### src/verilog/lsu_pkg.sv
/*
 * Load/store unit shared definitions
 * Data and id widths, funct3 access sizes, misalignment exception
 * codes, the local/peripheral address split and the queue payloads
 */
package lsu_pkg;

    localparam int XLEN = 32;
    localparam int ID_W = 4;

    typedef logic [ID_W-1:0] id_t;

    // RISC-V funct3 access size codes
    localparam logic [2:0] FN3_B  = 3'd0;
    localparam logic [2:0] FN3_H  = 3'd1;
    localparam logic [2:0] FN3_W  = 3'd2;
    localparam logic [2:0] FN3_BU = 3'd4;
    localparam logic [2:0] FN3_HU = 3'd5;

    localparam logic [XLEN-1:0] BUS_BASE = 32'h0001_0000; // Start of Wishbone range

    localparam logic [3:0] EXC_LOAD_MISALIGNED  = 4'd4;
    localparam logic [3:0] EXC_STORE_MISALIGNED = 4'd6;

    //////////////////////////////////////////////////////////////////////
    // Queue payloads

    // Aligned request waiting for a sub-unit
    typedef struct packed {
        logic [XLEN-1:0] addr;
        logic [2:0]      fn3;
        logic [3:0]      be;    // Store lanes
        logic [XLEN-1:0] data;  // Already shifted into its lanes
        logic            store;
        id_t             id;
    } ls_req_t;

    // Load in flight, consumed when its data returns
    typedef struct packed {
        logic [1:0] offset;     // Byte within the word
        logic [2:0] fn3;
        id_t        id;
        logic       unit;       // 0 local, 1 bus
    } load_attr_t;

endpackage

### src/verilog/wb_bus_unit.sv
/*
 * Wishbone classic master sub-unit
 * One transfer at a time for the peripheral range. The request is
 * latched on issue, cyc and stb stay up until ack, and read data
 * is returned in the ack cycle
 */
module wb_bus_unit (
    input  logic                     clk,
    input  logic                     rst,
    input  logic                     new_request,
    input  logic [lsu_pkg::XLEN-1:0] addr,
    input  logic [3:0]               be,
    input  logic                     store,
    input  logic [lsu_pkg::XLEN-1:0] data_in,
    output logic                     ready,
    output logic                     data_valid,
    output logic [lsu_pkg::XLEN-1:0] data_out,
    output logic                     wb_cyc,
    output logic                     wb_stb,
    output logic                     wb_we,
    output logic [lsu_pkg::XLEN-1:0] wb_adr,
    output logic [3:0]               wb_sel,
    output logic [lsu_pkg::XLEN-1:0] wb_dat_w,
    input  logic [lsu_pkg::XLEN-1:0] wb_dat_r,
    input  logic                     wb_ack
);

    typedef enum logic {IDLE, BUSY} state_t;

    state_t state;

    always_ff @(posedge clk) begin
        if (rst)
            state <= IDLE;
        else if (state == IDLE && new_request)
            state <= BUSY;
        else if (state == BUSY && wb_ack)
            state <= IDLE;  // Drop cyc/stb after ack
    end

    // Request held stable for the whole cycle
    always_ff @(posedge clk) begin
        if (new_request) begin
            wb_adr   <= {addr[lsu_pkg::XLEN-1:2], 2'b00};
            wb_sel   <= be;
            wb_we    <= store;
            wb_dat_w <= data_in;
        end
    end

    assign wb_cyc = (state == BUSY);
    assign wb_stb = (state == BUSY);
    assign ready  = (state == IDLE);

    assign data_valid = wb_cyc & wb_ack & ~wb_we;  // Read data only
    assign data_out   = wb_dat_r;

    cyc_held_until_ack: assert property (@(posedge clk) disable iff (rst)
        (wb_cyc && !wb_ack) |=> (wb_cyc && wb_stb && $stable(wb_adr) && $stable(wb_we)));

endmodule

### config.mk
export PLATFORM = sky130hd
export DESIGN_NAME = wb_bus_unit
export DESIGN_NICKNAME = d
export VERILOG_FILES = /design/src/verilog/lsu_pkg.sv /design/src/verilog/wb_bus_unit.sv
export SDC_FILE = /design/constraint.sdc
export NUM_CORES = 1
export LEC_CHECK = 0
export CAP_MARGIN = 15
export CORE_ASPECT_RATIO = 0.9
export CORE_MARGIN = 5
export CORE_UTILIZATION = 45
export DETAILED_ROUTE_END_ITERATION = 7
export DONT_BUFFER_PORTS = 1
export SYNTH_ARGS = -nofsm -noshare
export SYNTH_HDL_FRONTEND = slang
export SYNTH_SLANG_ARGS = --single-unit
### constraint.sdc
create_clock -name clk -period 0.8 [get_ports clk]
set_input_delay 0.08 -clock clk [delete_from_list [all_inputs] [get_ports clk]]
set_output_delay 0.08 -clock clk [all_outputs]
set_load 0.01 [all_outputs]
==> out/results.txt <==
outcome = complete, but fails checks
failing checks = negative hold slack, negative setup slack
CP max FO = 2
crit path max-delay cell type = edfxtp_1
Req. time, crit path = 0.72 ns
hold depth = 0
crit path capture type = output port
Critical Path Start Type = flop
Final nets = 261
CTS tree = yes
Clock power frac = 0.317
Rows = 24
root buffer cell = clkbuf_8
top cell type's share of synthesized area = 0.8650
Hold WS = -0.1493 ns
final hold vios = 68
sequential area share after synthesis = 0.8736
global placement routability congestion = 0.7466
final core occ = 0.6113
grt ovf = 0
most frequent cells in the layout = dlygate4sd3_1, edfxtp_1, clkbuf_8
clock-pin slew on the worst setup and hold paths = 0.07 ns
Setup violations, final = 71
number of global-route vias before repair = 1224
Synthesis Warnings = 0
Routed WL = 5346 µm
H-tree levels = 3
layout cells sized above 1 = 0.1188
post-route antenna net violation count = 0
Max Cap Violations = 0
CTS max path bufs = 2
Setup Skew = 0 ns
max incr delay on CP = 0.42 ns
via count = 1108
Reg power frac = 0.638
Pwr Total = 7.081 mW
antenna violations before repair = 0
HP Class = in -> reg
synthesized cell area = 0.002326 mm²
CTS Sinks = 68
commonest non-fill, non-tap cell in the layout = dlygate4sd3_1
Arr. time, crit path = 0.94 ns
pwr dens = 2352 mW/mm²
# IOs = 210
Logic pwr share = 0.046
clock latency at the later pin of the worst-skew pair = 0.33 ns
Pre-antenna DRT Iters = 4
total track usage = 0.1569
Initial Utilization = 0.4723
PortBufs = 0
post-CTS setup buffer count = 0
synth top area cells = edfxtp_1, buf_4, dfxtp_1
Internal = 5.555 mW
cell family with the largest share of critical-path delay = flip-flops
VDD IR max = 1.201 mV
Cell Chain, Critical Path = nor2_2
Cells after DPL = 142
final setup margin = -0.2152 ns
vias per inst = 4.924
Crit Path Category = reg -> out
global-route wire length before repair = 7376 µm
die area = 0.006709 mm²
Layout Area Growth over Synthesis = 29.42%
fmax = 985.1 MHz
Switching Share = 0.2155
cell count after synthesis = 109
unrepaired setup endpoints after global routing = true
Reg2Reg Depth = 2
Inserted Clock Buffers = 9
total inserted antenna cells = 0
NetSw = 1.526 mW
largest net degree at the start of global routing = 69
die width = 85.79 µm
Tmin final = 1.015 ns
CORE AREA = 0.004925 mm²
layout filler cell count = 349
count of cell types in the netlist = 8
Routed wire per std cell = 23.76 µm
Syn Area/Cell = 21.34 µm²
drt initial violations = 58
pins over their slew limit = 0
crit path buf inv count = 0
Remaining DRCs = 0
hold buffer count at CTS = 68
Synth Register Bits = 68
post-synth top area cell = edfxtp_1
leakage power = 1.054 nW
WP depth = 1
Tcrit/Tclk final = 1.269
die extent in y = 78.21 µm
Final Non-Filler Cells = 225
pre-CTS setup slack = 0.09896 ns
==> power by group through the flow <==
stage | clock, mW | combinational, mW | sequential, mW
floorplan | 0 | 0.197 | 4.54
global placement | 0 | 0.0384 | 4.59
detailed placement | 0 | 0.0388 | 4.60
CTS | 2.31 | 0.312 | 4.53
global route | 2.50 | 0.344 | 4.55
finish | 2.24 | 0.322 | 4.52
==> path summary, 6_finish.rpt <==
path               start          to  slack (ns)
max                wb_we  data_valid       -0.22
min          new_request   wb_adr[3]       -0.15
max reg2reg       wb_cyc      wb_cyc        0.10
min reg2reg       wb_cyc      wb_cyc        0.59
==> state kept, by name, summed over array words and instances (netlist names) <==
register  count
wb_dat_w     32
wb_adr       30
wb_sel        4
wb_cyc        1
wb_we         1
==> synthesized netlist by cell type <==
library cell	count
conb_1	1
nor2_1	2
nand2_1	1
inv_1	1
buf_4	35
edfxtp_1	67
dfxtp_1	1
nor3b_2	1
==> final cells by class <==
class                           count  area (µm²)  share of cell area
Timing Repair Buffer               70       699.4              0.2323
Clock inverter                      6       32.53             0.01081
Clock buffer                        9       123.9             0.04115
Tap cell                           65       81.33             0.02702
Inverter                            1       3.754            0.001247
Multi-Input combinational cell      6       33.78             0.01122
Sequential cell                    68        2036              0.6762
==> routing by layer <==
metal  part of all wire  global-route usage  wire, µm
met5                  0                   0         0
met2               0.51              0.2640      2742
met3               0.18              0.1361       950
met4              0.021             0.08070       113
met1               0.29              0.1226      1539
==> logic make-up after synthesis <==
family        after synthesis  share of synthesized area
flops                      68                     0.8736
buf+inv                    36                     0.1146
simple gates                4                    0.01022
other cells                 1                   0.001612
==> metrics by stage <==
step | setup TNS (ns) | area (µm²) | hold WS [ns]
3_5_place_dp | 0 | 2163 | 0.1539
5_1_grt | -6.364 | 3010 | -0.1759
6_report | -3.582 | 3010 | -0.1493
3_3_place_gp | 0 | 2163 | 0.1511
4_1_cts | -5.289 | 3004 | -0.1660
2_1_floorplan | 0 | 2330 | 0.1495
==> worst register-to-register path: cells and delay by family, from the launching register on <==
family	cells	cell delay (ns)
and+or+nand+nor	2	0.22
DFF	1	0.37
==> timing repair <==
action	in CTS	in global routing
pin swaps	1	1
resized for setup	2	3
setup endpoints to repair	71	71
hold endpoints to repair	135	68
Power figures use the tool's default switching activity.
