## src/verilog/lsu_pkg.sv

```systemverilog
/*
 * Load/store unit shared definitions
 * Data and id widths, funct3 access sizes, misalignment exception
 * codes, the local/peripheral address split and the queue payloads
 */
package lsu_pkg;

    localparam int XLEN = 32;
    localparam int ID_W = 4;

    typedef logic [ID_W-1:0] id_t;

    // RISC-V funct3 access size codes
    localparam logic [2:0] FN3_B  = 3'd0;
    localparam logic [2:0] FN3_H  = 3'd1;
    localparam logic [2:0] FN3_W  = 3'd2;
    localparam logic [2:0] FN3_BU = 3'd4;
    localparam logic [2:0] FN3_HU = 3'd5;

    localparam logic [XLEN-1:0] BUS_BASE = 32'h0001_0000; // Start of Wishbone range

    localparam logic [3:0] EXC_LOAD_MISALIGNED  = 4'd4;
    localparam logic [3:0] EXC_STORE_MISALIGNED = 4'd6;

    //////////////////////////////////////////////////////////////////////
    // Queue payloads

    // Aligned request waiting for a sub-unit
    typedef struct packed {
        logic [XLEN-1:0] addr;
        logic [2:0]      fn3;
        logic [3:0]      be;    // Store lanes
        logic [XLEN-1:0] data;  // Already shifted into its lanes
        logic            store;
        id_t             id;
    } ls_req_t;

    // Load in flight, consumed when its data returns
    typedef struct packed {
        logic [1:0] offset;     // Byte within the word
        logic [2:0] fn3;
        id_t        id;
        logic       unit;       // 0 local, 1 bus
    } load_attr_t;

endpackage

```

## src/verilog/load_align.sv

```systemverilog
/*
 * Load result alignment
 * Picks the returning unit's data by the head load attribute,
 * selects the byte or halfword lane and extends it
 */
module load_align (
    input  logic                     attr_valid,
    input  lsu_pkg::load_attr_t      attr_data,
    output logic                     attr_pop,
    input  logic                     lm_valid,
    input  logic [lsu_pkg::XLEN-1:0] lm_data,
    input  logic                     bus_valid,
    input  logic [lsu_pkg::XLEN-1:0] bus_data,
    output logic                     resp_valid,
    output logic [lsu_pkg::XLEN-1:0] resp_data,
    output lsu_pkg::id_t             resp_id
);

    logic [lsu_pkg::XLEN-1:0] unit_data;
    logic [lsu_pkg::XLEN-1:0] shifted;

    assign unit_data = attr_data.unit ? bus_data : lm_data;
    assign shifted   = unit_data >> {attr_data.offset, 3'b000};  // Lane to bit 0

    always_comb begin
        case (attr_data.fn3)
            lsu_pkg::FN3_B:  resp_data = {{24{shifted[7]}}, shifted[7:0]};
            lsu_pkg::FN3_BU: resp_data = {24'b0, shifted[7:0]};
            lsu_pkg::FN3_H:  resp_data = {{16{shifted[15]}}, shifted[15:0]};
            lsu_pkg::FN3_HU: resp_data = {16'b0, shifted[15:0]};
            default:         resp_data = unit_data;
        endcase
    end

    assign resp_valid = lm_valid | bus_valid;  // Only one unit returns at a time
    assign resp_id    = attr_data.id;
    assign attr_pop   = resp_valid;

    // Returning data must belong to the unit of the oldest load
    always_comb begin
        head_matches_return: assert final (!resp_valid ||
            (attr_valid && (attr_data.unit ? bus_valid && !lm_valid : lm_valid && !bus_valid)));
    end

endmodule

```

## config.mk

```make
export PLATFORM = sky130hd
export DESIGN_NAME = load_align
export DESIGN_NICKNAME = d
export VERILOG_FILES = /design/src/verilog/lsu_pkg.sv /design/src/verilog/load_align.sv
export SDC_FILE = /design/constraint.sdc
export NUM_CORES = 1
export LEC_CHECK = 0
export BUFFER_PORTS_ARGS = -buffer_cell sky130_fd_sc_hd__buf_4
export CAP_MARGIN = 20
export CORE_ASPECT_RATIO = 0.8
export CORE_MARGIN = 2
export CORE_UTILIZATION = 37
export DETAILED_ROUTE_END_ITERATION = 8
export PLACE_DENSITY_LB_ADDON = 0.15
export RECOVER_POWER = 25
export SLEW_MARGIN = 20
export SYNTH_ARGS = -nofsm -noshare
export SYNTH_HDL_FRONTEND = slang
export SYNTH_SLANG_ARGS = --single-unit
```

## constraint.sdc

```tcl
create_clock -name vclk -period 2.6
set_clock_uncertainty 0.05 [all_clocks]
set_input_delay 0.39 -clock vclk [all_inputs]
set_output_delay 0.39 -clock vclk [all_outputs]
set_load 0.01 [all_outputs]
```

==> impl_metrics.yaml <==
global_route:
  grt_pass1_vias: 1507
  overflow: 0
  antenna_found_initial: 0
  grt_use_total: 0.251
  grt_pass1_wl_um: 6850
  grt_max_degree: 23
floorplan:
  ios: 115
  die_w_um: 65.0
  rows: 17
  die-area_mm2: 0.00343
  start_util: 0.395
  die_h_um: 52.8
  fp.coreArea_mm2: 0.00279
pwr:
  p_leak_nw: 1.02
  power_density_mw_per_mm2: 214
  ir_worst_vdd_mv: 0.102
cells_and_area:
  drive_above_1_share: 0.634
  finish.instance_area_mm2: 0.00191
  seq_cells: 0
  nClkBuffers: 0
  layout.nets: 306
  syn_to_final_growth_pct: 73.4
  register_area_um2: 0
  antennaDiodeCount: 0
  fill_cells: 239
  final_core_util: 0.684
drt:
  dr_total_vias: 1503
  drt-initial-drc-count: 39
  drc_errors: 0
  vias_per_cell: 5.67
  wirelength_um: 4460
  wl_per_cell_um: 16.8
  final_antenna_net_count: 0
  drtPass1Iterations: 4
timing:
  worst_pin_slew_ns: 0.641
  hold_viol: 0
  finalSetupViolCount: 0
  clock.fmax_mhz: 391
  slew_viol_final: 0
  rsz0062_at_grt: "false"
  hold_ws_ns: 0.730
  period_needed_ns: 2.56
  fin_crit_sh: 0.983
  slew_headroom: 0.571
status:
  status: "finished, final reports clean"
critical_path:
  cp.arrival_ns: 2.12
  critPathMostFrequentCell: "buf_4"
  cpPeakStageDelay_ns: 0.49
  worstSetupPathType: "primary input to output pin"
  crit_path_start_kind: "primary input"
  critPathBufInv: 3
  crit_cells: 7
  cp_max_fo: 18
  worstPathCellList: "buf_4 > mux2i_1 > mux4_2 > or4_1 > buf_6 > o221ai_1 > buf_4"
  endpoint_kind: "output pin"
  cp.required_ns: 2.16
  path_delay_family: "multiplexers"
  crit_slowest_cell: "mux4_2"
synthesis:
  syn_area_per_cell_um2: 8.53
  muxShareOfSynthArea: 0.415
  synthAdderAreaFrac: 0
  synth_compound_area_frac: 0.328
  yosys.area_share.simple: 0.139
  syn_inst: 129
  synth_xor_area_frac: 0
  syn_area_mm2: 0.00110
  synth_top_family_by_area: "multiplexers"
  synth.yosys.warnings: 0
  seq_area_frac_synth: 0
  syn_nets: 206
  synth_cell_type_count: 26
run:
  cap_violations: 0
clock_network:
  post_cts_buffers: 0
place:
  dp_hpwl_um: 3630
  port-buffer-count: 106
  placed_area_mm2: 0.00191
  gp_congestion: 0.844
min_path:
  hold_path_end: "resp_id[3]"
  hold_start: "attr_data[4]"
  holdPathStages: 0
  min_path_type: "primary input to output pin"
synth_stat cells, types with 2 or more instances:
| library cell | instances | area, µm² |
|---|---|---|
| mux2i_1 | 31 | 310 |
| a22oi_1 | 9 | 67.6 |
| nand2_1 | 8 | 30.0 |
| o22ai_1 | 8 | 50.1 |
| mux2_2 | 7 | 78.8 |
| nand3_2 | 7 | 70.1 |
| o211ai_2 | 7 | 87.6 |
| o221ai_1 | 6 | 52.6 |
| a2bb2oi_1 | 5 | 43.8 |
| buf_2 | 5 | 25.0 |
| buf_4 | 5 | 37.5 |
| clkbuf_1 | 5 | 18.8 |
| nor2_1 | 4 | 15.0 |
| buf_6 | 3 | 33.8 |
| mux4_2 | 3 | 67.6 |
| buf_1 | 2 | 7.51 |
| nand2b_1 | 2 | 12.5 |
| o211ai_1 | 2 | 15.0 |
| o221ai_2 | 2 | 30.0 |
| or2_2 | 2 | 12.5 |
what timing repair did:
| item | in CTS | in global routing |
|---|---|---|
| setup endpoints to repair | 12 | 5 |
| resized for setup | 1 | 1 |
| hold buffers | 0 | 0 |
| pin swaps | 0 | 0 |
power by group:
part | internal, mW | switching [mW]
Combinational | 0.228 | 0.180
Clock | 0 | 0
Sequential | 0 | 0
Total | 0.228 | 0.180
routing by layer:
| layer | wire length [µm] | track usage | vias up |
|---|---|---|---|
| li1 | - | - | 710 |
| met1 | 1900 | 0.327 | 714 |
| met2 | 2150 | 0.459 | 75 |
| met3 | 388 | 0.0280 | 4 |
| met4 | 23 | 0.0319 | 0 |
| met5 | 0 | 0 | - |
area by class of cell:
cell class,instances,area [µm²],share of cell area
Inverter,2,7.51,0.00394
Multi-Input combinational cell,107,977,0.512
Timing Repair Buffer,118,875,0.459
Tap cell,38,47.5,0.0249
how the worst max path moves through the flow:
stage / slack (ns) / to / startpoint
floorplan: 0.25 / resp_data[10] / attr_data[0]
global placement: 0.01 / resp_data[31] / attr_data[0]
detailed placement: -0.08 / resp_data[23] / attr_data[0]
CTS: 0.02 / resp_data[15] / attr_data[0]
global route: 0.006 / resp_data[15] / attr_data[0]
finish: 0.04 / resp_data[15] / attr_data[0]
cells in the final DEF (no fill, tap or decap), types with 4 or more instances in the layout:
master,n
o22ai_1,8
o221ai_1,6
nor2_1,4
clkbuf_1,4
nand2_1,8
a22oi_1,9
o211ai_2,7
buf_4,113
mux2i_1,31
nand3_2,7
a2bb2oi_1,5
mux2_2,7
cells by family after synthesis:
family,after synthesis
buf+inv,22
mux,41
compound gates,41
simple gates,25
metrics by stage:
| step | power [mW] | std cells | setup TNS (ns) | worst slack, ns |
|---|---|---|---|---|
| after floorplan | 0.210 | 129 | 0 | 0.251 |
| after detailed placement | 0.410 | 265 | -0.522 | -0.0753 |
| after global placement | 0.402 | 265 | 0 | 0.0143 |
| final | 0.408 | 265 | 0 | 0.0447 |
| after CTS | 0.412 | 265 | 0 | 0.0158 |
| after global routing | 0.436 | 265 | 0 | 0.00553 |
(Power assumes the default switching activity.)
