$ cat config.mk
export PLATFORM = sky130hd
export DESIGN_NAME = ls_dispatch
export DESIGN_NICKNAME = d
export VERILOG_FILES = /design/src/verilog/lsu_pkg.sv /design/src/verilog/ls_dispatch.sv
export SDC_FILE = /design/constraint.sdc
export NUM_CORES = 1
export LEC_CHECK = 0
export BUFFER_PORTS_ARGS = -buffer_cell sky130_fd_sc_hd__buf_2
export CAP_MARGIN = 10
export CORE_MARGIN = 2
export CORE_UTILIZATION = 23
export DETAILED_ROUTE_END_ITERATION = 10
export GPL_TIMING_DRIVEN = 0
export PLACE_DENSITY = 0.85
export SYNTH_ARGS = -nofsm -noshare
export SYNTH_HDL_FRONTEND = slang
export SYNTH_SLANG_ARGS = --single-unit
$ cat constraint.sdc
create_clock -name clk -period 1.3 [get_ports clk]
set_input_delay 0.26 -clock clk [delete_from_list [all_inputs] [get_ports clk]]
set_output_delay 0.26 -clock clk [all_outputs]
set_load 0.03 [all_outputs]
$ cat src/verilog/lsu_pkg.sv
/*
 * Load/store unit shared definitions
 * Data and id widths, funct3 access sizes, misalignment exception
 * codes, the local/peripheral address split and the queue payloads
 */
package lsu_pkg;

    localparam int XLEN = 32;
    localparam int ID_W = 4;

    typedef logic [ID_W-1:0] id_t;

    // RISC-V funct3 access size codes
    localparam logic [2:0] FN3_B  = 3'd0;
    localparam logic [2:0] FN3_H  = 3'd1;
    localparam logic [2:0] FN3_W  = 3'd2;
    localparam logic [2:0] FN3_BU = 3'd4;
    localparam logic [2:0] FN3_HU = 3'd5;

    localparam logic [XLEN-1:0] BUS_BASE = 32'h0001_0000; // Start of Wishbone range

    localparam logic [3:0] EXC_LOAD_MISALIGNED  = 4'd4;
    localparam logic [3:0] EXC_STORE_MISALIGNED = 4'd6;

    //////////////////////////////////////////////////////////////////////
    // Queue payloads

    // Aligned request waiting for a sub-unit
    typedef struct packed {
        logic [XLEN-1:0] addr;
        logic [2:0]      fn3;
        logic [3:0]      be;    // Store lanes
        logic [XLEN-1:0] data;  // Already shifted into its lanes
        logic            store;
        id_t             id;
    } ls_req_t;

    // Load in flight, consumed when its data returns
    typedef struct packed {
        logic [1:0] offset;     // Byte within the word
        logic [2:0] fn3;
        id_t        id;
        logic       unit;       // 0 local, 1 bus
    } load_attr_t;

endpackage

$ cat src/verilog/ls_dispatch.sv
/*
 * Request dispatcher
 * Pops the request queue and sends the head request to the local
 * memory or the Wishbone unit by address. Loads record their
 * attributes, and a load that switches unit waits until every
 * earlier load has returned so results stay in order
 */
module ls_dispatch (
    input  logic                     clk,
    input  logic                     rst,
    input  logic                     q_valid,
    input  lsu_pkg::ls_req_t         q_data,
    output logic                     q_pop,
    output logic                     attr_push,
    output lsu_pkg::load_attr_t      attr_data,
    input  logic                     attr_full,
    input  logic                     attr_valid,
    output logic                     lm_issue,
    output logic                     bus_issue,
    output logic [lsu_pkg::XLEN-1:0] sub_addr,
    output logic [3:0]               sub_be,
    output logic                     sub_store,
    output logic [lsu_pkg::XLEN-1:0] sub_data,
    input  logic                     lm_ready,
    input  logic                     bus_ready
);

    logic to_bus;
    logic is_load;
    logic target_ready;
    logic last_unit;        // Unit of the most recent load
    logic unit_switch;
    logic switch_hold_r;
    logic switch_hold;
    logic issue;

    assign to_bus       = (q_data.addr >= lsu_pkg::BUS_BASE);
    assign is_load      = ~q_data.store;
    assign target_ready = to_bus ? bus_ready : lm_ready;

    //////////////////////////////////////////////////////////////////////
    // Unit switch hold

    // Earlier loads still outstanding on the other unit
    assign unit_switch = q_valid & is_load & attr_valid & (to_bus != last_unit);
    assign switch_hold = unit_switch | switch_hold_r;

    always_ff @(posedge clk) begin
        if (rst) begin
            switch_hold_r <= 1'b0;
            last_unit     <= 1'b0;
        end else begin
            switch_hold_r <= (switch_hold_r | unit_switch) & attr_valid;
            if (attr_push)
                last_unit <= to_bus;
        end
    end

    //////////////////////////////////////////////////////////////////////
    // Issue
    assign issue = q_valid & target_ready & ~switch_hold & (~is_load | ~attr_full);

    assign q_pop     = issue;
    assign lm_issue  = issue & ~to_bus;
    assign bus_issue = issue & to_bus;
    assign attr_push = issue & is_load;

    assign attr_data = '{
        offset: q_data.addr[1:0],
        fn3:    q_data.fn3,
        id:     q_data.id,
        unit:   to_bus
    };

    // Shared request fields, qualified by the issue strobes
    assign sub_addr  = q_data.addr;
    assign sub_be    = q_data.be;
    assign sub_store = q_data.store;
    assign sub_data  = q_data.data;

endmodule

==> metrics.cfg <==
[power]
irDropWorstVdd_mv = 0.599
power.density_nw_per_um2 = 618
p_leak_nw = 0.958

[detailed_routing]
via_count = 1011
routed_wl_um = 2590
drtIter0Drc = 2
viasPerCell = 3.74
ant_nets = 0
drc = 0
drt-wirelength-per-cell_um = 9.57
dr.pass1.iters = 2

[critical_path]
slowest_delay_ns = 0.32
path_max_fanout = 6
worstPathCellList = buf_2, nor4_4, nand4_4, xnor2_2, a211oi_4, buf_6
required_ns = 1.04
arrival_ns = 1.48
endpoint_kind = primary output
cp_top_family = simple AND/OR/NAND/NOR gates
startpoint_type = input port
slowest_stage = nor4_4
path_class = in2out
critical_path_buf_inv_count = 2

[layout]
drive_above_1_share = 0.932
final_nets = 307
ff_latch_area_um2 = 41.3
synthToLayoutAreaGrowth_pct = 87.8
antenna_cells = 0
finalCoreUtilization = 0.449
fill_cells = 383
multi_input_area_um2 = 312

[floorplanning]
num_rows = 22
die_x_um = 65.7
die_area_um2 = 4310
die_h_um = 65.7
initial_core_util = 0.239
coreArea_um2 = 3660
io-pin-count = 166

[yosys]
yosysWarnings = 0
syn_area_per_cell_um2 = 7.95
yosys-top-cells-count = 79 x buf_4, 4 x nor4_2, 3 x o21ai_0
ys_ff_latch = 2
async_reset_ff_frac = 0
synth_top_area_share = 0.678
synth.largest_area_cell = buf_4
synth_area_leaders = buf_4 68%, nor4_2 5.7%, dfxtp_1 4.6%
synthesis.area_um2 = 875
synth.net_count = 193
yosysUniqueCellTypes = 23
synth_edf_count = 0
ys_seq_area_frac = 0.0458
synth.most_common_cell = buf_4
postSynthCellCount = 110
ys.flop_type = dfxtp_1

[sta]
fin_crit_sh = 1.34
max_slew_margin = 0.710
max_clock_freq_ghz = 0.573
setup_viol = 5
grt_setup_unrepaired = true
setup_slack_ns = -0.444
skew_ns = 0.00586
min_period_ns = 1.74
worst-slew-pin-transition_ns = 0.435
hold_viol = 0
slew_viol_final = 0

[run]
cap_violations = 0

[place]
dp_slack_ns = -0.554
io_buffers = 106
gp_congestion = 0.731

[clocking]
numCtsBuffers = 3
clk_pin_slew_ns = 0.03
cts_tree = yes
clockBufferDepth = 2
hold_buffers = 0
clk_latency_ns = 0.21
root_buffer = clkbuf_8
htreeDepth = 1
clock-sinks = 2

[global_route]
grt_max_degree = 7
overflow = 0
grt_util_met2 = 0.215
grt_pass1_wl_um = 3460
first_global_vias = 818
use_met3 = 0.0154
top_usage_layer = met2
grt_use_met1 = 0.0976
antenna_found_initial = 0
grt_usage = 0.0998

[outcome]
status = finished with violations
violations = negative setup slack

[min_path]
worstHoldPathType = in2reg

[path summary, 6_finish.rpt]
kind | from | to | slack, ns | depth (start not counted)
max reg2reg | switch_hold_r | last_unit | 0.02 | 4
min | rst | last_unit | 0.27 | 2
max | q_data[72] | attr_push | -0.44 | 6
min reg2reg | switch_hold_r | switch_hold_r | 0.49 | 2
[cells in the final DEF, fill, tap and decap left out, types with 2 or more instances in the layout]
cell / count
nor3_1: 2
buf_4: 82
buf_6: 3
and2_4: 2
o21ai_0: 3
buf_2: 101
nor4_4: 4
buf_8: 2
clkbuf_8: 3
[stage by stage]
stage	instances	hold WS [ns]	cell area, µm²	TNS (ns)	power [mW]
6_report	270	0.268	1640	-1.90	1.01
2_1_floorplan	110	0.329	935	-0.549	0.578
3_3_place_gp	264	0.468	1530	-2.47	0.751
5_1_grt	270	0.278	1640	-2.43	1.07
3_5_place_dp	264	0.475	1530	-2.39	0.760
4_1_cts	270	0.263	1640	-2.11	1.02
[metal layers]
layer / wire, µm / part of all wire / up-vias
met5: 0 / 0 / -
met4: 0 / 0 / 0
met3: 271 / 0.10 / 0
met2: 1510 / 0.58 / 70
met1: 805 / 0.31 / 435
li1: - / - / 506
[cells by family (layout without fill, tap and decap cells)]
family	count (synthesis)	count (layout)	synth area share
buffers and inverters	80	192	0.682
AND/OR/NAND/NOR	17	17	0.182
multiplexers	2	2	0.0229
flip-flops	2	2	0.0458
AO/OA/AOI/OAI	8	8	0.0572
XOR/XNOR	1	1	0.0100
[cell type report]
cell class / instances / area share
well taps: 48 / 0.0366
inverters: 1 / 0.00228
clock buffers: 3 / 0.0251
repair buffers: 109 / 0.360
flip-flops and latches: 2 / 0.0251
multi-input cells: 28 / 0.190
plain buffers: 79 / 0.361
[worst register-to-register path, cell delays in order (launching register included)]
cell	delay, ns
dfxtp_2	0.32
or4b_4	0.52
nor3b_2	0.17
o21ai_1	0.07
a21oi_1	0.12
[report_power, final]
part / total [mW] / leakage, nW / internal [mW] / switching (mW)
clock network: 0.241 / 0.0216 / 0.196 / 0.0457
logic: 0.701 / 0.920 / 0.301 / 0.400
registers: 0.0725 / 0.0168 / 0.0674 / 0.00509
[what timing repair did]
item                                    in CTS  in global routing
buffers inserted                             3                  0
pin swaps                                    6                  4
gates resized for setup                     13                  3
cloned                                       0                  0
endpoints found under the setup margin       6                  7
[registers in the layout (all words and copies together) (netlist names)]
| register | cells |
|---|---|
| switch_hold_r | 1 |
| last_unit | 1 |
(Power assumes the default switching activity.)
