==> src/verilog/ls_fifo.sv <==
/*
 * Synchronous FIFO with a typed payload
 * Circular buffer with fall-through head data, used for both
 * the request queue and the load attribute queue
 */
module ls_fifo #(
    parameter type DATA_T = logic [7:0],
    parameter int  DEPTH  = 4
) (
    input  logic  clk,
    input  logic  rst,
    input  logic  push,
    input  DATA_T push_data,
    input  logic  pop,
    output DATA_T pop_data,
    output logic  valid,
    output logic  full
);

    localparam int PTR_W = (DEPTH > 1) ? $clog2(DEPTH) : 1;
    localparam int CNT_W = $clog2(DEPTH + 1);

    DATA_T            mem [DEPTH];
    logic [PTR_W-1:0] rd_ptr;
    logic [PTR_W-1:0] wr_ptr;
    logic [CNT_W-1:0] count;

    always_ff @(posedge clk) begin
        if (push)
            mem[wr_ptr] <= push_data;
    end

    always_ff @(posedge clk) begin
        if (rst) begin
            rd_ptr <= '0;
            wr_ptr <= '0;
            count  <= '0;
        end else begin
            if (push)
                wr_ptr <= (wr_ptr == PTR_W'(DEPTH - 1)) ? '0 : wr_ptr + 1'b1;
            if (pop)
                rd_ptr <= (rd_ptr == PTR_W'(DEPTH - 1)) ? '0 : rd_ptr + 1'b1;
            if (push && !pop)
                count <= count + 1'b1;
            else if (pop && !push)
                count <= count - 1'b1;
        end
    end

    assign pop_data = mem[rd_ptr];  // Head is visible without a pop
    assign valid    = (count != '0);
    assign full     = (count == CNT_W'(DEPTH));

    no_push_when_full: assert property (@(posedge clk) disable iff (rst) push |-> !full);
    no_pop_when_empty: assert property (@(posedge clk) disable iff (rst) pop |-> valid);

endmodule

==> config.mk <==
export PLATFORM = sky130hd
export DESIGN_NAME = ls_fifo
export DESIGN_NICKNAME = d
export VERILOG_FILES = /design/src/verilog/ls_fifo.sv
export SDC_FILE = /design/constraint.sdc
export NUM_CORES = 1
export LEC_CHECK = 0
export BUFFER_PORTS_ARGS = -buffer_cell sky130_fd_sc_hd__buf_2
export CORE_MARGIN = 5
export CORE_UTILIZATION = 30
export DETAILED_ROUTE_END_ITERATION = 12
export HOLD_SLACK_MARGIN = 0.05
export SETUP_SLACK_MARGIN = 0.4
export SLEW_MARGIN = 20
export SYNTH_ARGS = -nofsm -noshare
export SYNTH_HDL_FRONTEND = slang
export SYNTH_SLANG_ARGS = --single-unit
==> constraint.sdc <==
create_clock -name clk -period 3.7 [get_ports clk]
set_input_delay 0.37 -clock clk [delete_from_list [all_inputs] [get_ports clk]]
set_output_delay 0.37 -clock clk [all_outputs]
set_load 0.01 [all_outputs]
==> results of run 1 <==
-- state kept, by name (all words and copies together) (netlist names), named ones only --
signal and cells:
rd_ptr 2, mem 32, count 3, wr_ptr 2
-- where the power goes --
part	internal, mW	total (mW)	switching, mW
Combinational	0.0501	0.0984	0.0484
Sequential	0.522	0.541	0.0190
Clock	0.199	0.339	0.140
Total	0.771	0.978	0.208
-- critical path, delay by kind of cell, from the launching register on --
kind	cells	cell delay, ns
buffers and inverters	1	0.15
DFF	1	0.66
muxes	1	0.58
-- kinds of logic (layout without fill, tap and decap cells) --
kind of cell,Yosys count,in the layout,synth area share (%)
fa+ha+maj,7,7,5.94
buf+inv,7,34,2.19
xor+xnor,2,2,1.09
simple gates,15,15,5.16
mux,11,11,13.1
compound gates,4,4,1.25
flops,41,41,71.2
-- per-stage QoR --
stage	hold slack (ns)	power [mW]	utilization (%)	cell area, um2	std cells
finish	0.297	0.978	36.7	1880	184
global route	0.287	1.03	36.7	1880	184
CTS	0.291	0.990	36.7	1880	184
detailed placement	0.511	0.653	34.6	1780	176
global placement	0.472	0.646	34.6	1780	176
floorplan	0.439	0.612	-	1600	87
-- metal layers --
metal | part of all wire (%) | GRT usage, %
met5 | 0 | 0
met2 | 48 | 12.9
met1 | 42 | 9.25
met3 | 8.6 | 4.06
met4 | 1.6 | 3.12
-- placed cells by master (no fill, tap or decap), drive strengths merged --
cell type,netlist,routed
edfxtp,32,32
buf,1,21
dfxtp,9,9
mux4,8,8
nor2,6,6
ha,6,6
clkbuf,1,6
inv,5,5
and2,4,4
nor3b,3,3
a21oi,3,3
mux2i,3,3
or3,2,2
xor2,2,2
o21ai,1,1
fa,1,1
bufinv,0,1
clkinv,0,1
-- cell type report --
type,count,area (um2)
inverter,5,18.8
fill,517,3260
clock inverter,2,33.8
tap,70,87.6
timing repair buffer,21,105
multi-input combinational,39,425
sequential,41,1140
clock buffer,6,72.6
-- path summary, 6_finish.rpt --
check | depth (start not counted) | end | slack (ns) | from
min | 1 | mem[1][5] | 0.30 | push_data[5]
min reg2reg | 2 | count[2] | 0.53 | count[2]
max reg2reg | 4 | count[2] | 2.23 | count[0]
max | 2 | pop_data[5] | 1.66 | flip-flop
==> metrics.md, run 1 <==
| Metric | Value |
|---|---|
| Status | finished, final reports clean |
| Area delta synth->final | 17.7% |
| Final ANT Viol Nets | 0 |
| Root Driver | clkbuf_8 |
| Syn_nets | 106 |
| Setup WS pre-CTS | roughly 1.8 ns |
| Worst setup margin | between 1.5 and 2 ns |
| PortBufs | 21 |
| Cell area after synthesis | 1600 um2 |
| Post-synth top flop | edfxtp_1 |
| RSZ-0062 raised after global routing | no |
| Num CTS Buffers | 5 |
| Nets | roughly 130 |
| Layout cells sized above 1 | 30.7% |
| Core Region | a little over 5000 um2 |
| Initial DRC Count | 24 |
| N_diodes | 0 |
| Setup crit end kind | primary output |
| Most instantiated cells after synthesis | 32 x edfxtp_1, 9 x dfxtp_1, 8 x mux4_2 |
| Die H | between 80 and 90 um |
| Number of detailed-route iterations in the first pass | 4 |
| Boundary pin count | 22 |
| #FFs+latches synth | between 40 and 50 |
| Relative slew slack | around 64% |
| Largest net degree at the start of global routing | 13 |
| VDD IR max | around 0.2 mV |
| Achievable Freq | slightly below 500 MHz |
| Crit Path Max Fanout | 8 |
| Worst-skew pair later-pin latency | 0.29 ns |
| CP Cell Sequence | mux4_2 > buf_2 |
| Top post-synthesis cells by area | edfxtp_1 60%, dfxtp_1 11%, mux4_2 11%, ha_1 4.7%, mux2i_1 1.9% |
| Post-route clock skew | between 0.005 and 0.006 ns |
| Via density | 4.41 |
| Hold buffer count at cts | 0 |
| CTS tree | yes |
| Hold Path Class | primary input to flip-flop |
| Area leader, netlist | edfxtp_1 |
| Leak | just under 0.7 nW |
| Final setup fails | 0 |
| Worst EP required | 3.33 ns |
| Tcrit/Tclk final | between 50% and 60% |
| Count of cell types in the netlist | 16 |
| Starting density of the core | a little under a third |
| Sequential-to-total area share from yosys stat | 71.2% |
| Vias | a little over 800 |
| First-pass GRT wire length | between 4000 and 5000 um |
| Clock-pin slew on the worst setup and hold paths | roughly 0.08 ns |
| Post-synth top area share | approximately 60% |
| Clk sinks | roughly 40 |
| Slowest CP cell | dfxtp_1 |
| Wire per inst | 13.8 um |
| PostCTS Resize Cnt | 0 |
| Slew @ Worst Pin | about 0.54 ns |
| Slew Limit Fails | 0 |
| Total wire length | 2550 um |
| Most frequent cell after synthesis | edfxtp_1 |
| Worst setup path class | flip-flop to primary output |
| Fin Setup TNS | 0 ns |
| GRT Util Overall | 8.08% |
| WP data arrival | 1.67 ns |
| RD Place Congestion | between 0.7 and 0.8 |
| DRC | 0 |
| Number of global-route vias before repair | between 800 and 900 |
| Setup Buffers After CTS | 0 |
| Antenna violations before repair | 0 |
| Post-Syn Instances | 87 |
| Cell area power density | just over 500 nW/um2 |
| HPWL Detailed | 1840 um |
| GRT overflow | 0 |
| CP peak stage delay | 0.66 ns |
| Die area | just under 7000 um2 |
| FFs w/ async S/R, synth | 0% |
| Startpoint Class | flip-flop |
| Post-layout min period | between 2 and 2.5 ns |
| Synth warnings | 0 |
| Row count | 26 |
| Final Hold Fails | 0 |
| Number of synthesized flops with an enable pin | 32 |
| Die Span X | just over 80 um |
| Avg Inst Size Synth | 18.4 um2 |
| Clk buf depth | 2 |
| Maximum Capacitance Violations | 0 |
| H-Tree Depth | 2 |
(Power assumes the default switching activity.)
==> inputs of run 2 (changes only) <==
==> constraint.sdc (replaced) <==
create_clock -name clk -period 2.1 [get_ports clk]
set_input_delay 0.21 -clock clk [delete_from_list [all_inputs] [get_ports clk]]
set_output_delay 0.21 -clock clk [all_outputs]
set_load 0.01 [all_outputs]
==> run 2 against run 1 <==
Net effect: worst hold slack worse by 0.17 ns; die area is the same; clock power is 78% higher.
==> metrics.md, run 2 (same netlist as run 1, synthesis figures left out) <==
| Metric | Value |
|---|---|
| Status | finished, final reports clean |
| Via density | roughly 4.3 |
| Vias | between 700 and 800 |
| Initial DRC Count | 48 |
| Root Driver | clkbuf_8 |
| Worst r2r dst | count[2] |
| Final Hold Fails | 0 |
| HPWL Detailed | about 1800 um |
| Util after Layout | 37.3% |
| N_diodes | 0 |
| Worst EP required | 1.89 ns |
| Area of the multi-input gates | around 430 um2 |
| Total wire length | roughly 2600 um |
| Final non-filler cell total | 185 |
| Clk buf depth | 2 |
| Die H | ~83 um |
| Layout cells sized above 1 | 33.9% |
| Die area | around 6900 um2 |
| Setup Buffers After CTS | 0 |
| Number of fill cells | about 520 |
| Area delta synth->final | 19.7% |
| Achievable Freq | about 610 MHz |
| PortBufs | 21 |
| Antenna violations before repair | 0 |
| Boundary pin count | 22 |
| WP data arrival | around 1.4 ns |
| Commonest non-fill, non-tap cell in the layout | edfxtp_1 |
| Setup crit end kind | primary output |
| RD Place Congestion | around 0.73 |
| Clk sinks | 41 |
| R2R cell count | 4 |
| GRT Util Overall | ~8.7% |
| Leak | 0.701 nW |
| Row count | 26 |
| Number of global-route vias before repair | a little over 900 |
| Most flops, register | mem |
| Maximum Capacitance Violations | 0 |
| Most frequent cells in the layout | 32 x edfxtp_1, 20 x buf_2, 8 x mux4_2 |
| Cell area power density | 909 nW/um2 |
| GRT overflow | 0 |
| Starting density of the core | just over 30% |
| Slew @ Worst Pin | roughly 0.44 ns |
| CTS tree | yes |
| Hold_ws | ~0.13 ns |
| Relative slew slack | 70.4% |
| Hold depth | 1 |
| Core Region | 5140 um2 |
| Crit Path Max Fanout | 8 |
| Number of flip-flops in the largest register | 32 |
| Nets | about 130 |
| Number of detailed-route iterations in the first pass | 4 |
| Biggest regs | mem: 32 flops, count: 3 flops |
| R2r startpoint | count[0] |
| Startpoint Class | flip-flop |
| FF+latch area | roughly 1100 um2 |
| Largest net degree at the start of global routing | 14 |
| RSZ-0062 raised after global routing | no |
| First-pass GRT wire length | 4560 um |
| Worst-skew pair later-pin latency | 0.29 ns |
| Tcrit/Tclk final | about four fifths |
| Hold path startpoint | push_data[5] |
| Cells after DPL | 177 |
| Wire per inst | ~14 um |
| Num CTS Buffers | 5 |
| Fin Setup TNS | 0 ns |
| Worst setup path class | flip-flop to primary output |
| Setup WS pre-CTS | between 0.4 and 0.5 ns |
| Slew Limit Fails | 0 |
| H-Tree Depth | 2 |
| Hold Path Class | primary input to flip-flop |
| Post-layout min period | between 1.5 and 2 ns |
| Post-route clock skew | around 0.0040 ns |
| Clock-pin slew on the worst setup and hold paths | 0.07 ns |
| Hold EP | mem[2][5] |
| Die Span X | 83.1 um |
| Final setup fails | 0 |
| Final ANT Viol Nets | 0 |
| Worst setup margin | 0.462 ns |
| R2r setup slk | between 0.6 and 0.7 ns |
| VDD IR max | approximately 0.30 mV |
| DRC | 0 |
==> run 2: cell count changes in the layout (fill, tap and decap cells not counted), sizes merged <==
| cell | delta |
|---|---|
| buf | +1 |
| clkbuf | -1 |
| clkinvlp | +1 |
==> run 2: area by class of cell <==
class / instances / share of cell area (%)
Tap cell: 70 / 4.57
Inverter: 5 / 0.979
Sequential cell: 41 / 59.7
Clock inverter: 3 / 2.15
Clock buffer: 5 / 3.59
Multi-Input combinational cell: 39 / 22.2
Timing Repair Buffer: 22 / 6.85
==> run 2: routing by layer <==
metal / global-route usage (%) / vias to the layer above / part of all wire (%) / routed length, um
met5: 0 / - / 0 / 0
met4: 4.01 / 0 / 1.6 / 42
met3: 3.66 / 5 / 6.7 / 176
met2: 14.0 / 24 / 50 / 1310
met1: 9.90 / 391 / 41 / 1080
li1: - / 378 / - / -
==> run 2: how the worst max path moves through the flow <==
stage	startpoint	end	cells past startpoint
after global placement	pop	count[2]	8
after CTS	flip-flop	pop_data[1]	3
after detailed placement	push	count[2]	7
after floorplan	pop	count[2]	7
after global routing	flip-flop	pop_data[1]	3
final	flip-flop	pop_data[1]	3
==> run 2: what timing repair did <==
item,in CTS,in global routing
endpoints found under the setup margin,6,8
gates resized for setup,1,5
hold buffers,0,0
hold endpoints to repair,0,0
==> run 2: worst max-delay path, cell delays in order (launching register included) <==
cell     delay (ns)
dfxtp_2        0.34
buf_12         0.14
mux4_2         0.52
buf_6          0.14
==> run 2: power breakdown <==
group / switching (mW) / total (mW) / internal (mW)
combinational: 0.0923 / 0.190 / 0.0972
sequential: 0.0280 / 0.948 / 0.920
clock: 0.255 / 0.605 / 0.349
total: 0.376 / 1.74 / 1.37
==> run 2: stage by stage <==
stage | total power, mW | instance area (um2)
4_1_cts | 1.77 | 1900
2_1_floorplan | 1.08 | 1600
3_3_place_gp | 1.14 | 1790
3_5_place_dp | 1.15 | 1790
5_1_grt | 1.85 | 1920
6_report | 1.74 | 1920
