## config.mk

```make
export PLATFORM = sky130hd
export DESIGN_NAME = ls_issue
export DESIGN_NICKNAME = d
export VERILOG_FILES = /design/src/verilog/lsu_pkg.sv /design/src/verilog/ls_issue.sv
export SDC_FILE = /design/constraint.sdc
export NUM_CORES = 1
export LEC_CHECK = 0
export ABC_AREA = 1
export BUFFER_PORTS_ARGS = -buffer_cell sky130_fd_sc_hd__buf_2
export CAP_MARGIN = 20
export CORE_AREA = 2 2 110 112
export DETAILED_ROUTE_END_ITERATION = 6
export DIE_AREA = 0 0 112 114
export GPL_ROUTABILITY_DRIVEN = 1
export SYNTH_ARGS = -nofsm -noshare
export SYNTH_HDL_FRONTEND = slang
export SYNTH_SLANG_ARGS = --single-unit
```

## constraint.sdc

```tcl
create_clock -name clk -period 5.6 [get_ports clk]
set_input_delay 0.84 -clock clk [delete_from_list [all_inputs] [get_ports clk]]
set_output_delay 0.84 -clock clk [all_outputs]
set_load 0.05 [all_outputs]
```

## src/verilog/lsu_pkg.sv

```systemverilog
/*
 * Load/store unit shared definitions
 * Data and id widths, funct3 access sizes, misalignment exception
 * codes, the local/peripheral address split and the queue payloads
 */
package lsu_pkg;

    localparam int XLEN = 32;
    localparam int ID_W = 4;

    typedef logic [ID_W-1:0] id_t;

    // RISC-V funct3 access size codes
    localparam logic [2:0] FN3_B  = 3'd0;
    localparam logic [2:0] FN3_H  = 3'd1;
    localparam logic [2:0] FN3_W  = 3'd2;
    localparam logic [2:0] FN3_BU = 3'd4;
    localparam logic [2:0] FN3_HU = 3'd5;

    localparam logic [XLEN-1:0] BUS_BASE = 32'h0001_0000; // Start of Wishbone range

    localparam logic [3:0] EXC_LOAD_MISALIGNED  = 4'd4;
    localparam logic [3:0] EXC_STORE_MISALIGNED = 4'd6;

    //////////////////////////////////////////////////////////////////////
    // Queue payloads

    // Aligned request waiting for a sub-unit
    typedef struct packed {
        logic [XLEN-1:0] addr;
        logic [2:0]      fn3;
        logic [3:0]      be;    // Store lanes
        logic [XLEN-1:0] data;  // Already shifted into its lanes
        logic            store;
        id_t             id;
    } ls_req_t;

    // Load in flight, consumed when its data returns
    typedef struct packed {
        logic [1:0] offset;     // Byte within the word
        logic [2:0] fn3;
        id_t        id;
        logic       unit;       // 0 local, 1 bus
    } load_attr_t;

endpackage

```

## src/verilog/ls_issue.sv

```systemverilog
/*
 * Issue stage of the load/store unit
 * Computes the effective address, checks alignment, builds byte
 * enables and store lanes, queues aligned requests and reports
 * misaligned ones one cycle after acceptance
 */
module ls_issue (
    input  logic                     clk,
    input  logic                     rst,
    input  logic                     req_valid,
    output logic                     req_ready,
    input  logic [lsu_pkg::XLEN-1:0] req_base,
    input  logic [11:0]              req_offset,
    input  logic [2:0]               req_fn3,
    input  logic                     req_store,
    input  logic [lsu_pkg::XLEN-1:0] req_data,
    input  lsu_pkg::id_t             req_id,
    output logic                     q_push,
    output lsu_pkg::ls_req_t         q_data,
    input  logic                     q_full,
    output logic                     exc_valid,
    output logic [3:0]               exc_code,
    output logic [lsu_pkg::XLEN-1:0] exc_addr,
    output lsu_pkg::id_t             exc_id
);

    logic [lsu_pkg::XLEN-1:0] eff_addr;
    logic [3:0]               be;
    logic                     misaligned;
    logic                     accept;

    assign eff_addr = req_base + {{(lsu_pkg::XLEN-12){req_offset[11]}}, req_offset};

    //////////////////////////////////////////////////////////////////////
    // Size decode for alignment and byte enables
    always_comb begin
        be         = '0;
        misaligned = 1'b0;
        case (req_fn3)
            lsu_pkg::FN3_B, lsu_pkg::FN3_BU: be[eff_addr[1:0]] = 1'b1;
            lsu_pkg::FN3_H, lsu_pkg::FN3_HU: begin
                be         = eff_addr[1] ? 4'b1100 : 4'b0011;
                misaligned = eff_addr[0];
            end
            default: begin
                be         = 4'b1111;       // Word
                misaligned = |eff_addr[1:0];
            end
        endcase
    end

    assign req_ready = ~q_full;  // Only back-pressure source
    assign accept    = req_valid & req_ready;
    assign q_push    = accept & ~misaligned;

    assign q_data = '{
        addr:  eff_addr,
        fn3:   req_fn3,
        be:    be,
        data:  req_data << {eff_addr[1:0], 3'b000},  // Move into byte lanes
        store: req_store,
        id:    req_id
    };

    //////////////////////////////////////////////////////////////////////
    // Exception report
    always_ff @(posedge clk) begin
        if (rst)
            exc_valid <= 1'b0;
        else
            exc_valid <= accept & misaligned;
    end

    always_ff @(posedge clk) begin
        if (accept & misaligned) begin
            exc_code <= req_store ? lsu_pkg::EXC_STORE_MISALIGNED
                                  : lsu_pkg::EXC_LOAD_MISALIGNED;
            exc_addr <= eff_addr;
            exc_id   <= req_id;
        end
    end

endmodule

```

==> results of run 1 <==
-- flip-flops by register name, summed over array words and instances, names as in the netlist --
signal	flops
exc_addr	32
exc_code	1
exc_id	4
exc_valid	1
-- worst max-delay path: stages --
cell and delay [ns]:
buf_2 0.08, ha_1 0.19, inv_1 0.07, fa_1 0.93
nand2_1 0.38, inv_1 0.33, nand2_1 0.08, o221ai_1 0.08
buf_2 0.30
-- layout make-up --
type | instances | area share
sequential | 38 | 0.2115
clock inverter | 3 | 0.003041
inverter | 141 | 0.09895
tap | 147 | 0.03439
multi-input combinational | 468 | 0.4393
timing repair buffer | 202 | 0.1895
clock buffer | 5 | 0.02339
-- stage by stage --
step | utilization | cell area [sq um] | instances | total power (W) | setup WS (ns)
floorplan | - | 4115 | 664 | 0.001037 | 0.5051
global placement | 0.4447 | 5207 | 996 | 0.001238 | 1.526
detailed placement | 0.4447 | 5207 | 996 | 0.001240 | 1.480
CTS | 0.4567 | 5349 | 1004 | 0.001527 | 1.470
global route | 0.4567 | 5349 | 1004 | 0.001593 | 1.267
finish | 0.4567 | 5349 | 1004 | 0.001508 | 1.488
-- metal layers --
metal,global-route usage,vias up,part of all wire
li1,-,2429,-
met1,0.2421,1974,0.45
met2,0.3414,144,0.48
met3,0.03029,16,0.051
met4,0.05447,0,0.019
met5,0,-,0
-- report_power, final --
part	total [W]	switching, W	internal, W
Combinational	0.000877	0.000675	0.000201
Sequential	0.000353	0.00000449	0.000348
Clock	0.000279	0.000116	0.000163
-- cells by family (layout without fill, tap and decap cells) --
family,count (synthesis),count (layout),synth area share
adder cells (fa/ha/maj),32,32,0.09921
AND/OR/NAND/NOR,365,365,0.3539
flip-flops,38,38,0.2751
AO/OA/AOI/OAI,53,53,0.08247
other,2,3,0.001827
buffers and inverters,158,351,0.1555
XOR/XNOR,15,15,0.03195
-- Yosys cell counts --
cell	count	share of area
a21o_1	1	0.0018
a21oi_1	21	0.026
and3_1	1	0.0015
buf_2	4	0.0049
buf_4	11	0.020
clkbuf_1	2	0.0018
clkinv_1	1	0.00091
conb_1	2	0.0018
dfxtp_1	1	0.0049
edfxtp_1	37	0.27
fa_1	1	0.0049
ha_1	31	0.094
inv_1	140	0.13
nand2_1	254	0.23
nand2_2	5	0.0076
nand3_1	35	0.043
nand3_2	1	0.0024
nand4_1	4	0.0061
nor2_1	59	0.054
nor3_1	4	0.0049
nor4_1	1	0.0015
o21ai_0	12	0.015
o21bai_1	2	0.0037
o21bai_2	1	0.0027
o221ai_1	16	0.034
or2_1	1	0.0015
xnor2_1	3	0.0064
xor2_1	12	0.026
-- worst paths after layout --
kind	startpoint	end	slack, ns	cells after the start
worst max-delay path	req_base[0]	q_data[26]	1.49	9
worst min-delay path	req_id[3]	exc_id[3]	0.74	1
==> metrics.cfg, run 1 <==
[floorplanning]
initial_core_util = 0.3511
num_io_pins = 207
core_area_sq_um = 11710
fp.dieH_microns = 114
die-area_sq_um = 12770
fp.dieW_microns = 112
rows = 40

[synthesis]
syn_avg_cell_area_sq_um = 6.201
synth_cells = 663
seq_area_frac_synth = 0.2751
yosysUniqueCellTypes = 28
ys_ff_latch = 38
ys_warn_count = 0
syn_area_sq_um = 4111

[routing]
totalWireLength_mm = 12.58
post_drt_wl_per_cell_microns = 12.52
remaining_drc_errors = 0
route.antenna.remaining_nets = 0
first_pass_iters = 5
vias = 4563
drt_iter0_drc = 169
routed_via_density = 4.545

[setup_path]
cp_data_required_time_ns = 4.76
cp-start-kind = input port
critPathArrivalTime_ns = 3.27
cp_max_fo = 22
crit_type = in -> out
worstSetupEndpointType = primary output

[cells_and_area]
area_growth_pct = 30.10
antenna_cells = 0
nets = 976
layout_common_cells = 254 x nand2_1, 201 x buf_2, 140 x inv_1
drive_gt1_frac = 0.2532
multi_input_area_sq_um = 2350
seqCellArea_sq_um = 1131
fill_cells = 1300
final_common_cell = nand2_1

[cts]
numCtsBuffers = 5
clk_pin_slew_worst_paths_ns = 0.06
cts_root_buffer = clkbuf_16
holdBufCountCts = 0
clk_path_buf_depth = 2
clock_sinks = 38
cts_tree = built
ctsResizeCount = 0
cts_max_level = 2
cts_setup_buffers = 0

[min_path]
hp-class = in -> reg

[timing]
setup_tns_ns = 0
slew_violations = 0
fmax_mhz = 243.2
setup_viol = 0
worstMarginPinSlew_ns = 0.6847
min_period_ns = 4.112
timing.final.crit_share = 0.7343
slew_headroom = 0.5430
holdWs_ns = 0.7361
grt_setup_unrepaired = no
hold_viol = 0

[placed_design]
post-dp-hpwl_mm = 10.67
place.gp.congestion = 0.8672
portBuffers = 201

[global_routing]
track_usage = 0.1919
grt_pass1_vias = 4020
grt_max_degree = 38
grt_pass1_wl_mm = 19.72
grt-ovfl-total = 0
antenna_found_initial = 0

[job]
max_cap_viol_count = 0

[status]
status = completed

[power]
power.density_nw_per_um2 = 282.0
peakVddDrop_mv = 0.1814
leakage_nw = 3.248

Note: power is estimated with default switching activity, not from simulation.
==> run 2: changes to the inputs <==
==> constraint.sdc (replaced) <==
create_clock -name clk -period 4.1 [get_ports clk]
set_input_delay 0.615 -clock clk [delete_from_list [all_inputs] [get_ports clk]]
set_output_delay 0.615 -clock clk [all_outputs]
set_load 0.05 [all_outputs]
==> metrics.cfg, run 2 (same netlist as run 1, synthesis figures left out) <==
[status]
status = completed

[routing]
drt_iter0_drc = 278  ; +64%
post_drt_wl_per_cell_microns = 12.79  ; +2.1%
vias = 4651  ; +1.9%
first_pass_iters = 5  ; unchanged
totalWireLength_mm = 12.88  ; +2.4%
routed_via_density = 4.619  ; +1.6%
remaining_drc_errors = 0  ; unchanged
route.antenna.remaining_nets = 0  ; unchanged

[cells_and_area]
nets = 978  ; +0.20%
fill_cells = 1296  ; -0.31%
area_growth_pct = 31.38
largest_register_ffs = 32  ; unchanged
top_register = exc_addr
fin_area_sq_um = 5401  ; +0.98%
seqCellArea_sq_um = 1131  ; unchanged
drive_gt1_frac = 0.2561  ; +0.002903
stdcell_count = 1007  ; +0.30%
final_common_cell = nand2_1
top_regs = exc_addr (32), exc_id (4)
multi_input_area_sq_um = 2356  ; +0.27%
layout_common_cells = 254 x nand2_1, 201 x buf_2, 140 x inv_1

[timing]
grt_setup_unrepaired = no
slew_headroom = 0.6639  ; +0.1210
min_period_ns = 3.125
slew_violations = 0  ; unchanged
fmax_mhz = 320.0
worstMarginPinSlew_ns = 0.5041  ; -0.1807 ns
setup_tns_ns = 0  ; unchanged
hold_viol = 0  ; unchanged
timing.final.crit_share = 0.7623
setup_viol = 0  ; unchanged

[power]
leakage_nw = 3.269  ; +0.64%
power.density_nw_per_um2 = 396.7  ; +41%
peakVddDrop_mv = 0.2445  ; +35%

[cts]
clk_pin_slew_worst_paths_ns = 0.06  ; about the same
clock_sinks = 38  ; unchanged
cts_max_level = 2  ; unchanged
cts_setup_buffers = 0  ; unchanged
clk_path_buf_depth = 2  ; unchanged
holdBufCountCts = 0  ; unchanged
ctsResizeCount = 0  ; unchanged
cts_tree = built
numCtsBuffers = 5  ; unchanged
cts_root_buffer = clkbuf_16

[global_routing]
grt_max_degree = 38  ; unchanged
grt-ovfl-total = 0  ; unchanged
track_usage = 0.1997  ; +0.007779
antenna_found_initial = 1  ; +1
grt_pass1_wl_mm = 20.68  ; +4.9%
grt_pass1_vias = 4321  ; +7.5%

[setup_path]
crit_type = in -> out
worstSetupEndpointType = primary output
cp_max_fo = 9  ; -59%
cp-start-kind = input port
critPathArrivalTime_ns = 2.51  ; -0.76 ns
cp-startpoint = req_base[0]
cp_data_required_time_ns = 3.48  ; -1.28 ns

[placed_design]
post-dp-hpwl_mm = 10.91  ; +2.2%
placed_area_sq_um = 5229  ; +0.41%
place.gp.congestion = 0.8950  ; +3.2%
placedCellCount = 998  ; +0.20%
portBuffers = 201  ; unchanged

[floorplanning]
initial_core_util = 0.3511  ; unchanged
die-area_sq_um = 12770  ; unchanged
fp.dieH_microns = 114  ; unchanged
core_area_sq_um = 11710  ; unchanged
num_io_pins = 207  ; unchanged
fp.dieW_microns = 112  ; unchanged
rows = 40  ; unchanged

[min_path]
hp-class = in -> reg
hp-start = rst

[job]
max_cap_viol_count = 0  ; unchanged

[run 2: worst max-delay path: stages]
cell      delay [ns]
buf_2           0.08
ha_1            0.19
inv_1           0.07
fa_1            0.56
nand2_1         0.25
inv_1           0.30
nand2_1         0.09
o221ai_1        0.07
buf_2           0.29
[run 2: final timing paths]
path	endpoint	slack, ns	cells after the start
max	q_data[25]	0.97	9
min	exc_valid	0.49	2
[run 2: layout make-up]
class / instances / area share
clock buffers: 5 / 0.02316
well taps: 147 / 0.03405
diodes: 1 / 0.0004633
repair buffers: 204 / 0.1904
inverters: 141 / 0.09798
clock inverters: 3 / 0.008339
multi-input cells: 468 / 0.4362
flip-flops and latches: 38 / 0.2094
[run 2: power by group]
part / internal, W / total [W] / switching, W / leakage (nW)
registers: 0.000476 / 0.000482 / 0.00000592 / 0.344
clock network: 0.000287 / 0.000454 / 0.000167 / 0.0760
logic: 0.000278 / 0.00121 / 0.000930 / 2.85
total: 0.00104 / 0.00214 / 0.00110 / 3.27
[run 2: metal layers]
metal  part of all wire  vias up  global-route usage
li1                   -     2440                   -
met1               0.43     2038              0.2434
met2               0.49      156              0.3717
met3              0.061       17             0.03135
met4              0.016        0             0.04472
met5                  0        -                   0
[run 2: metrics by stage]
stage                     hold slack [ns]    util  power (W)  worst slack [ns]
final                              0.4943  0.4612   0.002143            0.9746
after CTS                          0.4823  0.4610   0.002165            0.9697
after floorplan                    0.6914       -   0.001416            0.3642
after global routing               0.4866  0.4612   0.002265            0.7537
after detailed placement           0.7896  0.4465   0.001703            0.9723
after global placement             0.7876  0.4465   0.001700            0.9321
==> run 3: changes to the inputs <==
==> constraint.sdc (replaced) <==
create_clock -name clk -period 3.2 [get_ports clk]
set_input_delay 0.48 -clock clk [delete_from_list [all_inputs] [get_ports clk]]
set_output_delay 0.48 -clock clk [all_outputs]
set_load 0.05 [all_outputs]
==> metrics.cfg, run 3 (same netlist as run 1, synthesis figures left out) <==
[status]
status = completed

[cts]
cts_root_buffer = clkbuf_16
numCtsBuffers = 5  ; unchanged
cts_max_level = 2  ; unchanged
clk_path_buf_depth = 2  ; unchanged
clk_pin_slew_worst_paths_ns = 0.06  ; about the same
cts_tree = built
cts_setup_buffers = 0  ; unchanged
clock_sinks = 38  ; unchanged

[placed_design]
placed_area_sq_um = 5256  ; +0.53%
place.gp.congestion = 0.9082  ; +1.5%
portBuffers = 201  ; unchanged
post-dp-hpwl_mm = 10.72  ; -1.8%

[job]
max_cap_viol_count = 0  ; unchanged

[timing]
hold_viol = 0  ; unchanged
min_period_ns = 2.916
setup_tns_ns = 0  ; unchanged
grt_setup_unrepaired = no
slew_violations = 0  ; unchanged
setup_viol = 0  ; unchanged
fmax_mhz = 342.9
timing.final.crit_share = 0.9114

[setup_path]
crit_type = in -> out
cp_max_fo = 21  ; +12
critPathMaxStageDelay_ns = 0.43  ; -0.13 ns
critPathArrivalTime_ns = 2.44  ; -0.07 ns
path_cells = clkbuf_4, ha_1, nand2_1, inv_1, nand2_1, nor3_1, nand2_1, nand2_1, xor2_1, buf_2
path_common_cell = nand2_1
worstSetupEndpointType = primary output
cpMaxStageDelayCell = ha_1
cp_data_required_time_ns = 2.72  ; -0.76 ns
cp-start-kind = input port

[global_routing]
top_usage_layer = met2
grt-ovfl-total = 0  ; unchanged
grt_pass1_wl_mm = 20.64  ; -0.17%
grt_pass1_vias = 4332  ; +0.25%
track_usage = 0.1993  ; -0.0004052
grt_use_met2 = 0.3535  ; -0.01818
grt_max_degree = 38  ; unchanged
use_met1 = 0.2490  ; +0.005617
antenna_found_initial = 0  ; -1
grtUsageMet3 = 0.03348  ; +0.002125

[routing]
first_pass_iters = 4  ; -1
routed_via_density = 4.583  ; -0.77%
post_drt_wl_per_cell_microns = 12.81  ; +0.16%
route.antenna.remaining_nets = 0  ; unchanged
vias = 4620  ; -0.67%
totalWireLength_mm = 12.92  ; +0.26%
drt_iter0_drc = 262  ; -5.8%
remaining_drc_errors = 0  ; unchanged

[cells_and_area]
antenna_cells = 0  ; -1
drive_gt1_frac = 0.2578  ; +0.001728
nets = 980  ; +0.20%
area_growth_pct = 32.62
top_register = exc_addr
fin_util = 0.4656  ; +0.004380
final_common_cell = nand2_1
top_regs = exc_addr (32), exc_id (4)
fin_area_sq_um = 5453  ; +0.95%
largest_register_ffs = 32  ; unchanged
layout_common_cells = 254 x nand2_1, 200 x buf_2, 140 x inv_1

[floorplanning]
rows = 40  ; unchanged
fp.dieH_microns = 114  ; unchanged
num_io_pins = 207  ; unchanged
core_area_sq_um = 11710  ; unchanged
initial_core_util = 0.3511  ; unchanged
die-area_sq_um = 12770  ; unchanged
fp.dieW_microns = 112  ; unchanged

[power]
leakage_nw = 3.300  ; +0.95%
power.density_nw_per_um2 = 521.5  ; +31%
peakVddDrop_mv = 0.2983  ; +22%

[min_path]
hp-class = in -> reg
min_path_cells = 2  ; unchanged

[run 3: final cells by class]
| type | count | area (sq um) |
|---|---|---|
| fillers | 1232 | 6259 |
| multi-input cells | 468 | 2356 |
| flip-flops and latches | 38 | 1131 |
| repair buffers | 206 | 1059 |
| inverters | 141 | 529.3 |
| well taps | 147 | 183.9 |
| clock buffers | 5 | 125.1 |
| clock inverters | 3 | 68.82 |
[run 3: routing by layer]
metal,routed length (microns),share of wire,vias to the layer above
li1,-,-,2442
met1,5668,0.44,2018
met2,6272,0.49,141
met3,736,0.057,19
met4,238,0.018,0
met5,0,0,-
[run 3: report_power, final]
part           switching [W]  total (W)  internal [W]  leakage (nW)
Sequential        0.00000769   0.000617      0.000609         0.344
Clock               0.000226   0.000674      0.000449        0.0940
Combinational        0.00119    0.00155      0.000363          2.86
Total                0.00142    0.00284       0.00142          3.30
[run 3: path summary, 6_finish.rpt]
kind / startpoint / end
hold / removal: rst / exc_valid
setup / recovery: req_offset[11] / q_data[57]
[run 3: per-stage QoR]
stage                     cells  hold WS [ns]  setup slack [ns]  total power (W)
after floorplan             664        0.5564           0.05391         0.001816
after global placement     1000        0.6558            0.1915         0.002183
after detailed placement   1000        0.6607            0.2139         0.002185
after CTS                  1008        0.3546            0.2050         0.002877
after global routing       1008        0.3574           0.07791         0.002998
final                      1008        0.3608            0.2836         0.002844
[run 3: critical path, delay by kind of cell]
kind	cells	cell delay, ns
XOR/XNOR	1	0.32
adder cells (fa/ha/maj)	1	0.43
buffers and inverters	3	0.65
AND/OR/NAND/NOR	5	0.54
[run 3: repair_timing]
| item | in CTS | in global routing |
|---|---|---|
| hold buffers | 0 | 0 |
| endpoints found under the hold margin | 0 | 0 |
| gates resized for setup | 0 | 1 |
| setup endpoints to repair | 0 | 1 |
